$ cat src/acc_pkg.sv
/*
 * shared definitions for the accelerator shell
 * APB register offsets, fixed AXI ID,
 * engine to memory master request and response structs
 */
package acc_pkg;

   ////////////////////
   // APB register map
   ////////////////////

   // low eight address bits only
   localparam logic [7:0] reg_base_off   = 8'h50;
   localparam logic [7:0] reg_ctrl_off   = 8'h54;
   localparam logic [7:0] reg_status_off = 8'h58;

   ////////////////////
   // AXI constants
   ////////////////////

   // single outstanding access, so one tag is enough
   localparam logic [3:0] axi_tag = 4'h1;

   ////////////////////
   // engine <-> master
   ////////////////////

   // request, held stable while req is high
   typedef struct packed {
      logic        wr;
      logic [31:0] addr;
      logic [31:0] wdata;
   } mem_req_t;

   // response, valid while ack is high
   typedef struct packed {
      logic [31:0] rdata;
      logic        err;
   } mem_rsp_t;

endpackage

$ cat src/apb_ctrl_regs.sv
/*
 * APB slave for the shell configuration
 * base offset, soft start and read-only busy flag
 * pslverr on unmapped offsets
 */
module apb_ctrl_regs (
   input  logic        clk,
   input  logic        reset_pe,
   input  logic        psel,
   input  logic        penable,
   input  logic        pwrite,
   input  logic [31:0] paddr,
   input  logic [31:0] pwdata,
   input  logic        busy,
   output logic [31:0] prdata,
   output logic        pready,
   output logic        pslverr,
   output logic [31:0] base_addr,
   output logic        start_bit
);

   logic [31:0] base_q;
   logic        start_q;
   logic [7:0]  off;
   logic        hit;
   logic        setup_ph;
   logic        access_ph;

   assign off       = paddr[7:0];
   assign setup_ph  = psel && !penable;
   assign access_ph = psel && penable;
   assign hit       = (off == acc_pkg::reg_base_off) ||
                      (off == acc_pkg::reg_ctrl_off) ||
                      (off == acc_pkg::reg_status_off);

   // no wait states
   assign pready    = 1'b1;
   assign base_addr = base_q;
   assign start_bit = start_q;

   always_ff @(posedge clk) begin
      if (reset_pe) begin
         base_q  <= '0;
         start_q <= 1'b0;
         prdata  <= '0;
         pslverr <= 1'b0;
      end else begin
         // error flag set at setup edge, so it shows in the access phase only
         pslverr <= setup_ph && !hit;

         // read data captured one phase early
         if (setup_ph && !pwrite) begin
            case (off)
               acc_pkg::reg_base_off:   prdata <= base_q;
               acc_pkg::reg_ctrl_off:   prdata <= {31'b0, start_q};
               acc_pkg::reg_status_off: prdata <= {31'b0, busy};
               default:                 prdata <= '0;
            endcase
         end

         // writes land on the access edge, status is read only
         if (access_ph && pwrite) begin
            case (off)
               acc_pkg::reg_base_off: base_q  <= pwdata;
               acc_pkg::reg_ctrl_off: start_q <= pwdata[0];
               default: ;
            endcase
         end
      end
   end

   ////////////////////
   // checks
   ////////////////////

   slverr_in_access: assert property (@(posedge clk) disable iff (reset_pe)
      pslverr |-> (psel && penable))
      else $error("pslverr outside the APB access phase");

endmodule

$ cat src/core_reset_seq.sv
/*
 * start detection and multicycle core reset
 * core_en follows the released reset until software clears start
 */
module core_reset_seq #(
   parameter int RESET_CYCLES = 4
) (
   input  logic clk,
   input  logic reset_pe,
   input  logic start_bit,
   input  logic busy,
   output logic core_reset,
   output logic core_en
);

   localparam int CNT_W = $clog2(RESET_CYCLES + 1);

   logic             started;
   logic [CNT_W-1:0] cnt;

   always_ff @(posedge clk) begin
      if (reset_pe) begin
         started    <= 1'b0;
         core_reset <= 1'b0;
         core_en    <= 1'b0;
         cnt        <= '0;
      end else if (start_bit && !started) begin
         // new run, reset is seen from the next cycle on
         started    <= 1'b1;
         core_reset <= 1'b1;
         core_en    <= 1'b0;
         cnt        <= '0;
      end else if (core_reset) begin
         if (cnt == CNT_W'(RESET_CYCLES - 1)) begin
            core_reset <= 1'b0;
            core_en    <= 1'b1;
         end else begin
            cnt <= cnt + CNT_W'(1);
         end
      end else if (!start_bit && !busy) begin
         // rearm for the next start
         started <= 1'b0;
         core_en <= 1'b0;
      end
   end

   core_reset_len: assert property (@(posedge clk) disable iff (reset_pe)
      $rose(core_reset) |-> ##[1:RESET_CYCLES] !core_reset)
      else $error("core_reset held longer than RESET_CYCLES");

endmodule

$ cat src/kernel_engine.sv
/*
 * stand-in compute core
 * reads WORD_COUNT words from offset zero, adds KERNEL_INC,
 * writes each result at DST_OFFSET, one four-phase exchange per access
 */
module kernel_engine #(
   parameter int          WORD_COUNT = 8,
   parameter logic [31:0] KERNEL_INC = 32'd1,
   parameter logic [31:0] DST_OFFSET = 32'h100
) (
   input  logic              clk,
   input  logic              core_reset,
   input  logic              core_en,
   input  logic              ack,
   input  acc_pkg::mem_rsp_t rsp,
   output logic              req,
   output acc_pkg::mem_req_t req_data,
   output logic              busy
);

   localparam int IDX_W = $clog2(WORD_COUNT + 1);

   typedef enum logic [1:0] {
      st_idle,
      st_req,
      st_rel,
      st_done
   } state_t;

   state_t           state;
   logic [IDX_W-1:0] idx;
   logic             busy_q;
   logic             fin_q;
   logic             last_idx;

   assign last_idx = (idx == IDX_W'(WORD_COUNT - 1));

   // high from the first reset cycle on
   assign busy = core_reset | busy_q;

   always_ff @(posedge clk) begin
      if (core_reset) begin
         state  <= st_idle;
         req    <= 1'b0;
         idx    <= '0;
         fin_q  <= 1'b0;
         busy_q <= 1'b1;
      end else if (!core_en) begin
         // enable stands in for the clock, hold everything quiet
         state  <= st_idle;
         req    <= 1'b0;
         busy_q <= 1'b0;
      end else begin
         case (state)
            st_idle: begin
               req_data <= '{wr: 1'b0, addr: 32'(idx) << 2, wdata: '0};
               req      <= 1'b1;
               state    <= st_req;
            end
            st_req: begin
               if (ack) begin
                  req   <= 1'b0;
                  state <= st_rel;
                  if (!req_data.wr) begin
                     if (rsp.err) begin
                        fin_q  <= 1'b1;
                        busy_q <= 1'b0;
                     end else begin
                        // compute step, the result goes straight out
                        req_data <= '{wr: 1'b1,
                                      addr: DST_OFFSET + (32'(idx) << 2),
                                      wdata: rsp.rdata + KERNEL_INC};
                     end
                  end else if (rsp.err || last_idx) begin
                     fin_q  <= 1'b1;
                     busy_q <= 1'b0;
                  end else begin
                     idx      <= idx + IDX_W'(1);
                     req_data <= '{wr: 1'b0,
                                   addr: (32'(idx) + 32'd1) << 2,
                                   wdata: '0};
                  end
               end
            end
            st_rel: begin
               // wait for ack low before the next request
               if (!ack) begin
                  if (fin_q) begin
                     state <= st_done;
                  end else begin
                     req   <= 1'b1;
                     state <= st_req;
                  end
               end
            end
            st_done: state <= st_done;
            default: state <= st_idle;
         endcase
      end
   end

   req_hold: assert property (@(posedge clk) disable iff (core_reset || !core_en)
      (req && !ack) |=> (req && $stable(req_data)))
      else $error("request changed before ack");

endmodule

$ cat src/axi_mem_master.sv
/*
 * four-phase request to single-beat AXI master
 * aw and w issued together, then b, or ar then r
 * base_addr is added to every address
 */
module axi_mem_master (
   input  logic              clk,
   input  logic              reset_pe,
   input  logic [31:0]       base_addr,
   input  logic              req,
   input  acc_pkg::mem_req_t req_data,
   output logic              ack,
   output acc_pkg::mem_rsp_t rsp,

   output logic [3:0]        awid,
   output logic [31:0]       awaddr,
   output logic [7:0]        awlen,
   output logic [2:0]        awsize,
   output logic [1:0]        awburst,
   output logic              awvalid,
   input  logic              awready,

   output logic [31:0]       wdata,
   output logic [3:0]        wstrb,
   output logic              wlast,
   output logic              wvalid,
   input  logic              wready,

   input  logic [1:0]        bresp,
   input  logic              bvalid,
   output logic              bready,

   output logic [3:0]        arid,
   output logic [31:0]       araddr,
   output logic [7:0]        arlen,
   output logic [2:0]        arsize,
   output logic [1:0]        arburst,
   output logic              arvalid,
   input  logic              arready,

   input  logic [31:0]       rdata,
   input  logic [1:0]        rresp,
   input  logic              rvalid,
   output logic              rready
);

   typedef enum logic [2:0] {
      st_idle,
      st_wr,
      st_b,
      st_rd,
      st_r,
      st_ack
   } state_t;

   state_t      state;
   logic [31:0] addr_q;
   logic [31:0] wdata_q;
   logic        aw_left;
   logic        w_left;

   // single 32-bit INCR beats
   assign awid    = acc_pkg::axi_tag;
   assign arid    = acc_pkg::axi_tag;
   assign awlen   = 8'd0;
   assign arlen   = 8'd0;
   assign awsize  = 3'd2;
   assign arsize  = 3'd2;
   assign awburst = 2'b01;
   assign arburst = 2'b01;
   assign wstrb   = 4'hf;
   assign wlast   = 1'b1;
   assign awaddr  = addr_q;
   assign araddr  = addr_q;
   assign wdata   = wdata_q;

   // aw and w may complete in either order
   assign aw_left = awvalid && !awready;
   assign w_left  = wvalid && !wready;

   always_ff @(posedge clk) begin
      if (reset_pe) begin
         state   <= st_idle;
         ack     <= 1'b0;
         awvalid <= 1'b0;
         wvalid  <= 1'b0;
         arvalid <= 1'b0;
         bready  <= 1'b0;
         rready  <= 1'b0;
      end else begin
         case (state)
            st_idle: begin
               if (req) begin
                  awvalid <= req_data.wr;
                  wvalid  <= req_data.wr;
                  arvalid <= !req_data.wr;
                  state   <= req_data.wr ? st_wr : st_rd;
               end
            end
            st_wr: begin
               if (awvalid && awready) awvalid <= 1'b0;
               if (wvalid && wready) wvalid <= 1'b0;
               if (!aw_left && !w_left) begin
                  bready <= 1'b1;
                  state  <= st_b;
               end
            end
            st_b: begin
               if (bvalid) begin
                  bready <= 1'b0;
                  ack    <= 1'b1;
                  state  <= st_ack;
               end
            end
            st_rd: begin
               if (arready) begin
                  arvalid <= 1'b0;
                  rready  <= 1'b1;
                  state   <= st_r;
               end
            end
            st_r: begin
               if (rvalid) begin
                  rready <= 1'b0;
                  ack    <= 1'b1;
                  state  <= st_ack;
               end
            end
            st_ack: begin
               if (!req) begin
                  ack   <= 1'b0;
                  state <= st_idle;
               end
            end
            default: state <= st_idle;
         endcase
      end
   end

   // address and data, plus the response captured with ack
   always_ff @(posedge clk) begin
      if (state == st_idle && req) begin
         addr_q  <= req_data.addr + base_addr;
         wdata_q <= req_data.wdata;
      end
      if (state == st_b && bvalid) begin
         rsp <= '{rdata: '0, err: (bresp != 2'b00)};
      end
      if (state == st_r && rvalid) begin
         rsp <= '{rdata: rdata, err: (rresp != 2'b00)};
      end
   end

   ////////////////////
   // AXI valid rules
   ////////////////////

   aw_hold: assert property (@(posedge clk) disable iff (reset_pe)
      (awvalid && !awready) |=> awvalid)
      else $error("awvalid dropped before awready");

   w_hold: assert property (@(posedge clk) disable iff (reset_pe)
      (wvalid && !wready) |=> wvalid)
      else $error("wvalid dropped before wready");

   ar_hold: assert property (@(posedge clk) disable iff (reset_pe)
      (arvalid && !arready) |=> arvalid)
      else $error("arvalid dropped before arready");

endmodule

$ cat src/acc_wrapper.sv
/*
 * accelerator shell top level
 * APB register file, core reset sequencer,
 * kernel engine and AXI memory master
 */
module acc_wrapper #(
   parameter int          RESET_CYCLES = 4,
   parameter int          WORD_COUNT   = 8,
   parameter logic [31:0] KERNEL_INC   = 32'd1,
   parameter logic [31:0] DST_OFFSET   = 32'h100
) (
   input  logic        clk,
   input  logic        reset_pe,

   // APB configuration port
   input  logic        psel,
   input  logic        penable,
   input  logic        pwrite,
   input  logic [31:0] paddr,
   input  logic [31:0] pwdata,
   output logic [31:0] prdata,
   output logic        pready,
   output logic        pslverr,

   // AXI write address and data
   output logic [3:0]  m_axi_awid,
   output logic [31:0] m_axi_awaddr,
   output logic [7:0]  m_axi_awlen,
   output logic [2:0]  m_axi_awsize,
   output logic [1:0]  m_axi_awburst,
   output logic        m_axi_awvalid,
   input  logic        m_axi_awready,
   output logic [31:0] m_axi_wdata,
   output logic [3:0]  m_axi_wstrb,
   output logic        m_axi_wlast,
   output logic        m_axi_wvalid,
   input  logic        m_axi_wready,
   input  logic [1:0]  m_axi_bresp,
   input  logic        m_axi_bvalid,
   output logic        m_axi_bready,

   // AXI read
   output logic [3:0]  m_axi_arid,
   output logic [31:0] m_axi_araddr,
   output logic [7:0]  m_axi_arlen,
   output logic [2:0]  m_axi_arsize,
   output logic [1:0]  m_axi_arburst,
   output logic        m_axi_arvalid,
   input  logic        m_axi_arready,
   input  logic [31:0] m_axi_rdata,
   input  logic [1:0]  m_axi_rresp,
   input  logic        m_axi_rvalid,
   output logic        m_axi_rready,

   output logic        busy
);

   logic [31:0]       base_addr;
   logic              start_bit;
   logic              core_reset;
   logic              core_en;
   logic              req;
   logic              ack;
   acc_pkg::mem_req_t req_data;
   acc_pkg::mem_rsp_t rsp;

   apb_ctrl_regs u_regs (
      .clk       (clk),
      .reset_pe  (reset_pe),
      .psel      (psel),
      .penable   (penable),
      .pwrite    (pwrite),
      .paddr     (paddr),
      .pwdata    (pwdata),
      .busy      (busy),
      .prdata    (prdata),
      .pready    (pready),
      .pslverr   (pslverr),
      .base_addr (base_addr),
      .start_bit (start_bit)
   );

   core_reset_seq #(
      .RESET_CYCLES (RESET_CYCLES)
   ) u_rst_seq (
      .clk        (clk),
      .reset_pe   (reset_pe),
      .start_bit  (start_bit),
      .busy       (busy),
      .core_reset (core_reset),
      .core_en    (core_en)
   );

   kernel_engine #(
      .WORD_COUNT (WORD_COUNT),
      .KERNEL_INC (KERNEL_INC),
      .DST_OFFSET (DST_OFFSET)
   ) u_engine (
      .clk        (clk),
      .core_reset (core_reset),
      .core_en    (core_en),
      .ack        (ack),
      .rsp        (rsp),
      .req        (req),
      .req_data   (req_data),
      .busy       (busy)
   );

   axi_mem_master u_master (
      .clk       (clk),
      .reset_pe  (reset_pe),
      .base_addr (base_addr),
      .req       (req),
      .req_data  (req_data),
      .ack       (ack),
      .rsp       (rsp),
      .awid      (m_axi_awid),
      .awaddr    (m_axi_awaddr),
      .awlen     (m_axi_awlen),
      .awsize    (m_axi_awsize),
      .awburst   (m_axi_awburst),
      .awvalid   (m_axi_awvalid),
      .awready   (m_axi_awready),
      .wdata     (m_axi_wdata),
      .wstrb     (m_axi_wstrb),
      .wlast     (m_axi_wlast),
      .wvalid    (m_axi_wvalid),
      .wready    (m_axi_wready),
      .bresp     (m_axi_bresp),
      .bvalid    (m_axi_bvalid),
      .bready    (m_axi_bready),
      .arid      (m_axi_arid),
      .araddr    (m_axi_araddr),
      .arlen     (m_axi_arlen),
      .arsize    (m_axi_arsize),
      .arburst   (m_axi_arburst),
      .arvalid   (m_axi_arvalid),
      .arready   (m_axi_arready),
      .rdata     (m_axi_rdata),
      .rresp     (m_axi_rresp),
      .rvalid    (m_axi_rvalid),
      .rready    (m_axi_rready)
   );

endmodule

$ cat config.mk
export PLATFORM = sky130hd
export DESIGN_NAME = acc_wrapper
export DESIGN_NICKNAME = d
export VERILOG_FILES = /design/src/acc_pkg.sv /design/src/apb_ctrl_regs.sv /design/src/core_reset_seq.sv /design/src/kernel_engine.sv /design/src/axi_mem_master.sv /design/src/acc_wrapper.sv
export SDC_FILE = /design/constraint.sdc
export NUM_CORES = 1
export LEC_CHECK = 0
export ABC_CLOCK_PERIOD_IN_PS = 3800
export BUFFER_PORTS_ARGS = -buffer_cell sky130_fd_sc_hd__buf_2
export CORE_MARGIN = 3
export CORE_UTILIZATION = 40
export DETAILED_ROUTE_END_ITERATION = 12
export MAX_ROUTING_LAYER = met4
export PLACE_DENSITY_LB_ADDON = 0.12
export SLEW_MARGIN = 0
export SYNTH_ARGS = -nofsm -noshare
export SYNTH_HDL_FRONTEND = slang
export SYNTH_HIERARCHICAL = 1
export SYNTH_SLANG_ARGS = --single-unit
$ cat constraint.sdc
create_clock -name clk -period 3.8 [get_ports clk]
set_input_delay 0.76 -clock clk [delete_from_list [all_inputs] [get_ports clk]]
set_output_delay 0.76 -clock clk [all_outputs]
set_load 0.05 [all_outputs]
==> out/summary.txt <==
Cells after Synth = 1049
Buffers & Inverters on Critical Path = 0
Post-CTS setup buffer count = 0
Post-layout power = 0.005584 W
GR Util met3 = 2.274%
CTS Buf Count = 26
Final worst slack = 1.353 ns
Worst-skew pair later-pin latency = 0.52 ns
Critical path class = flip-flop to flip-flop
Slew Limit Fails = 0
Hold Buf Count CTS = 0
Drt total wl = 26250 um
Async set or reset register ratio after synthesis = 0%
Clock buffer depth = 3
CTS resizes = 0
I/O pins = 285
Share of layout cells above drive strength 1 = 24.68%
Setup total negative slack = 0 ns
Yosys cell types = 97
CP cell instances = ha_1 -> a21oi_1 -> nor2b_2 -> o31ai_4 -> nand2_1 -> a311o_1 -> a31oi_1 -> xnor2_1
Root Driver = clkbuf_16
Least-Margin Pin Slew = 0.9025 ns
Post-DR wirelength/cell = 16.17 um
Register area share after synthesis = 50.48%
Vias in the first global route = 7611
Busiest grt layer = met2
Fin crit share = 64.40%
Post-Syn Area = 11660 um^2
P_leak = 5.394 nW
CP required = 4.07 ns
Met1 Track Usage GR = 23.09%
GRT Total Usage = 16.94%
Worst-path maximum fanout = 5
Synth Register Bits = 226
Synth top area share = 35.03%
Most area-hungry cell type in the Yosys netlist = edfxtp_1
Place WS = 1.162 ns
Die W = 176.7 um
Top delay family on crit path = compound AO/OA/AOI/OAI gates
Synth Flop Type = edfxtp_1
Crit-path slowest cell = a311o_1
Final #Nets = 1372
DIE AREA = 31240 um^2
Avg Synthesized Cell Area = 11.12 um^2
Clk_skew = 0.01068 ns
Area Overhead vs Synth = 14.44%
WP data arrival = 2.72 ns
Fmax = 408.6 MHz
Detailed Place HPWL = 19400 um
Crit path time final = 2.447 ns
DRC = 0
Final setup fails = 0
Worst setup SP type = flip-flop
Rel. slew slack = 39.75%
Iteration-0 DRC Markers = 431
Routed Antenna Nets = 0
Port bufs = 220
Status = finished clean
CTS clk-pin slew, worst paths = 0.06 ns
Grt ovf = 0
Core Box Area = 28240 um^2
Final Hold Vio Count = 0
Post-synth EDFFs = 136
CTS tree = done
Rows = 61
CTS sink count = 226
Max incr delay on CP = 0.40 ns
Largest net degree at the start of global routing = 49
PwrDens = 418.4 nW/um^2
Synth area leaders = edfxtp_1 35%, dfxtp_1 15%, buf_4 6.4%
Routed vias/inst = 4.919
Antenna violations before repair = 2
Pre-antenna DRT Iters = 5
Starting density of the core = 41.29%
Max cap viols = 0
Met2 global-route usage = 26.67%
Die height = 176.7 um
RSZ-0062 raised after global routing = false
GP Congestion = 0.8579
DR vias = 7989
H-tree depth = 1
Hold WC Path Type = flip-flop to flip-flop
Global-route wire length before repair = 41040 um
Synth Warn # = 6
CP Capture Type = flip-flop
Worst IR Drop VDD = 0.3311 mV
synthesized netlist by cell type (9+ instances only):
library cell,instances
and2_1,37
edfxtp_1,136
inv_1,18
nand2b_1,74
xor2_1,22
dfxtp_1,90
nor2_1,50
a21o_1,13
clkbuf_1,27
o31ai_1,15
buf_4,100
o21ai_0,19
a21oi_1,55
and3_1,9
nand3_1,22
mux2i_1,40
xnor2_1,21
or4_1,13
o2bb2ai_1,31
nand2_1,42
nand4_1,18
nor3_1,15
ha_1,35
cells in the final DEF (no fill, tap or decap), types with 4 or more instances in the layout:
master     Yosys  routed
nand2_1       42      42
buf_4        100      10
o21ai_0       19      19
clkbuf_16      0      27
and2_1        37      37
o31ai_1       15      15
a21oi_1       55      55
xnor2_1       21      21
nand3_1       22      22
nand4_1       18      18
nand2b_1      74      74
a211oi_1       7       7
or4_1         13      13
conb_1         4      66
ha_1          35      35
mux2i_1       40      40
clkbuf_1      27       8
o211ai_1       4       4
xor2_1        22      22
a21oi_2        5       5
and4_1         6       6
dfxtp_1       90      90
inv_1         18      17
a21o_1        13      13
o21ai_1        5       5
clkinv_2       0       7
nor3_1        15      15
o21a_1         6       6
buf_2          7     220
a31oi_1        7       7
and3_1         9       9
o2bb2ai_1     31      31
edfxtp_1     136     136
nor2_1        50      48
or3_1          7       7
per-stage QoR:
stage / instance area, um^2 / utilization, % / std cells / hold slack, ns
2_1_floorplan: 11890 / - / 1111 / 0.4003
3_3_place_gp: 12580 / 44.55 / 1576 / 0.4021
3_5_place_dp: 12580 / 44.55 / 1576 / 0.4045
4_1_cts: 13340 / 47.24 / 1622 / 0.4047
5_1_grt: 13340 / 47.25 / 1624 / 0.4104
6_report: 13340 / 47.25 / 1624 / 0.4110
layout make-up:
cell class,instances,area [um^2]
repair buffers,231,1196
well taps,378,473.0
fillers,2666,14900
inverters,19,71.32
diodes,2,5.005
multi-input cells,722,4954
clock inverters,11,53.80
flip-flops and latches,226,5886
clock buffers,35,705.7
layer usage:
metal / up-vias / wire [um] / share of wire, %
li1: 4029 / - / -
met1: 3719 / 12320 / 47
met2: 205 / 12010 / 46
met3: 36 / 1211 / 4.6
met4: 0 / 715 / 2.7
met5: - / 0 / 0
path summary, 6_finish.rpt:
kind                                             to  depth (start not counted)  slack, ns             startpoint
worst max-delay path            u_master/araddr[29]                          8       1.35  u_engine/req_data[35]
worst min-delay path              u_master/wdata[1]                          0       0.41   u_engine/req_data[1]
worst max register to register  u_master/araddr[29]                          8       1.35  u_engine/req_data[35]
worst min register to register    u_master/wdata[1]                          0       0.41   u_engine/req_data[1]
flip-flops by register name, indices dropped and copies added (netlist names), 2 cells and up:
register / count
u_regs/base_addr: 32
u_engine/req_data: 39
u_master/state: 3
u_master/rsp: 33
u_engine/idx: 4
u_engine/state: 2
u_regs/prdata: 32
u_master/wdata: 32
u_rst_seq/cnt: 3
u_master/araddr: 32
cell families after synthesis:
kind of cell	share of synthesized area (%)
AND/OR/NAND/NOR	16.56
flip-flops	50.48
AO/OA/AOI/OAI	13.00
buffers and inverters	9.153
XOR/XNOR	3.230
multiplexers	3.530
adder cells (fa/ha/maj)	3.927
other	0.1287
power breakdown:
group	internal (W)	switching, W	total, W
registers	0.00265	0.0000730	0.00272
logic	0.000207	0.000430	0.000637
clock network	0.00129	0.000934	0.00223
(Power assumes the default switching activity.)
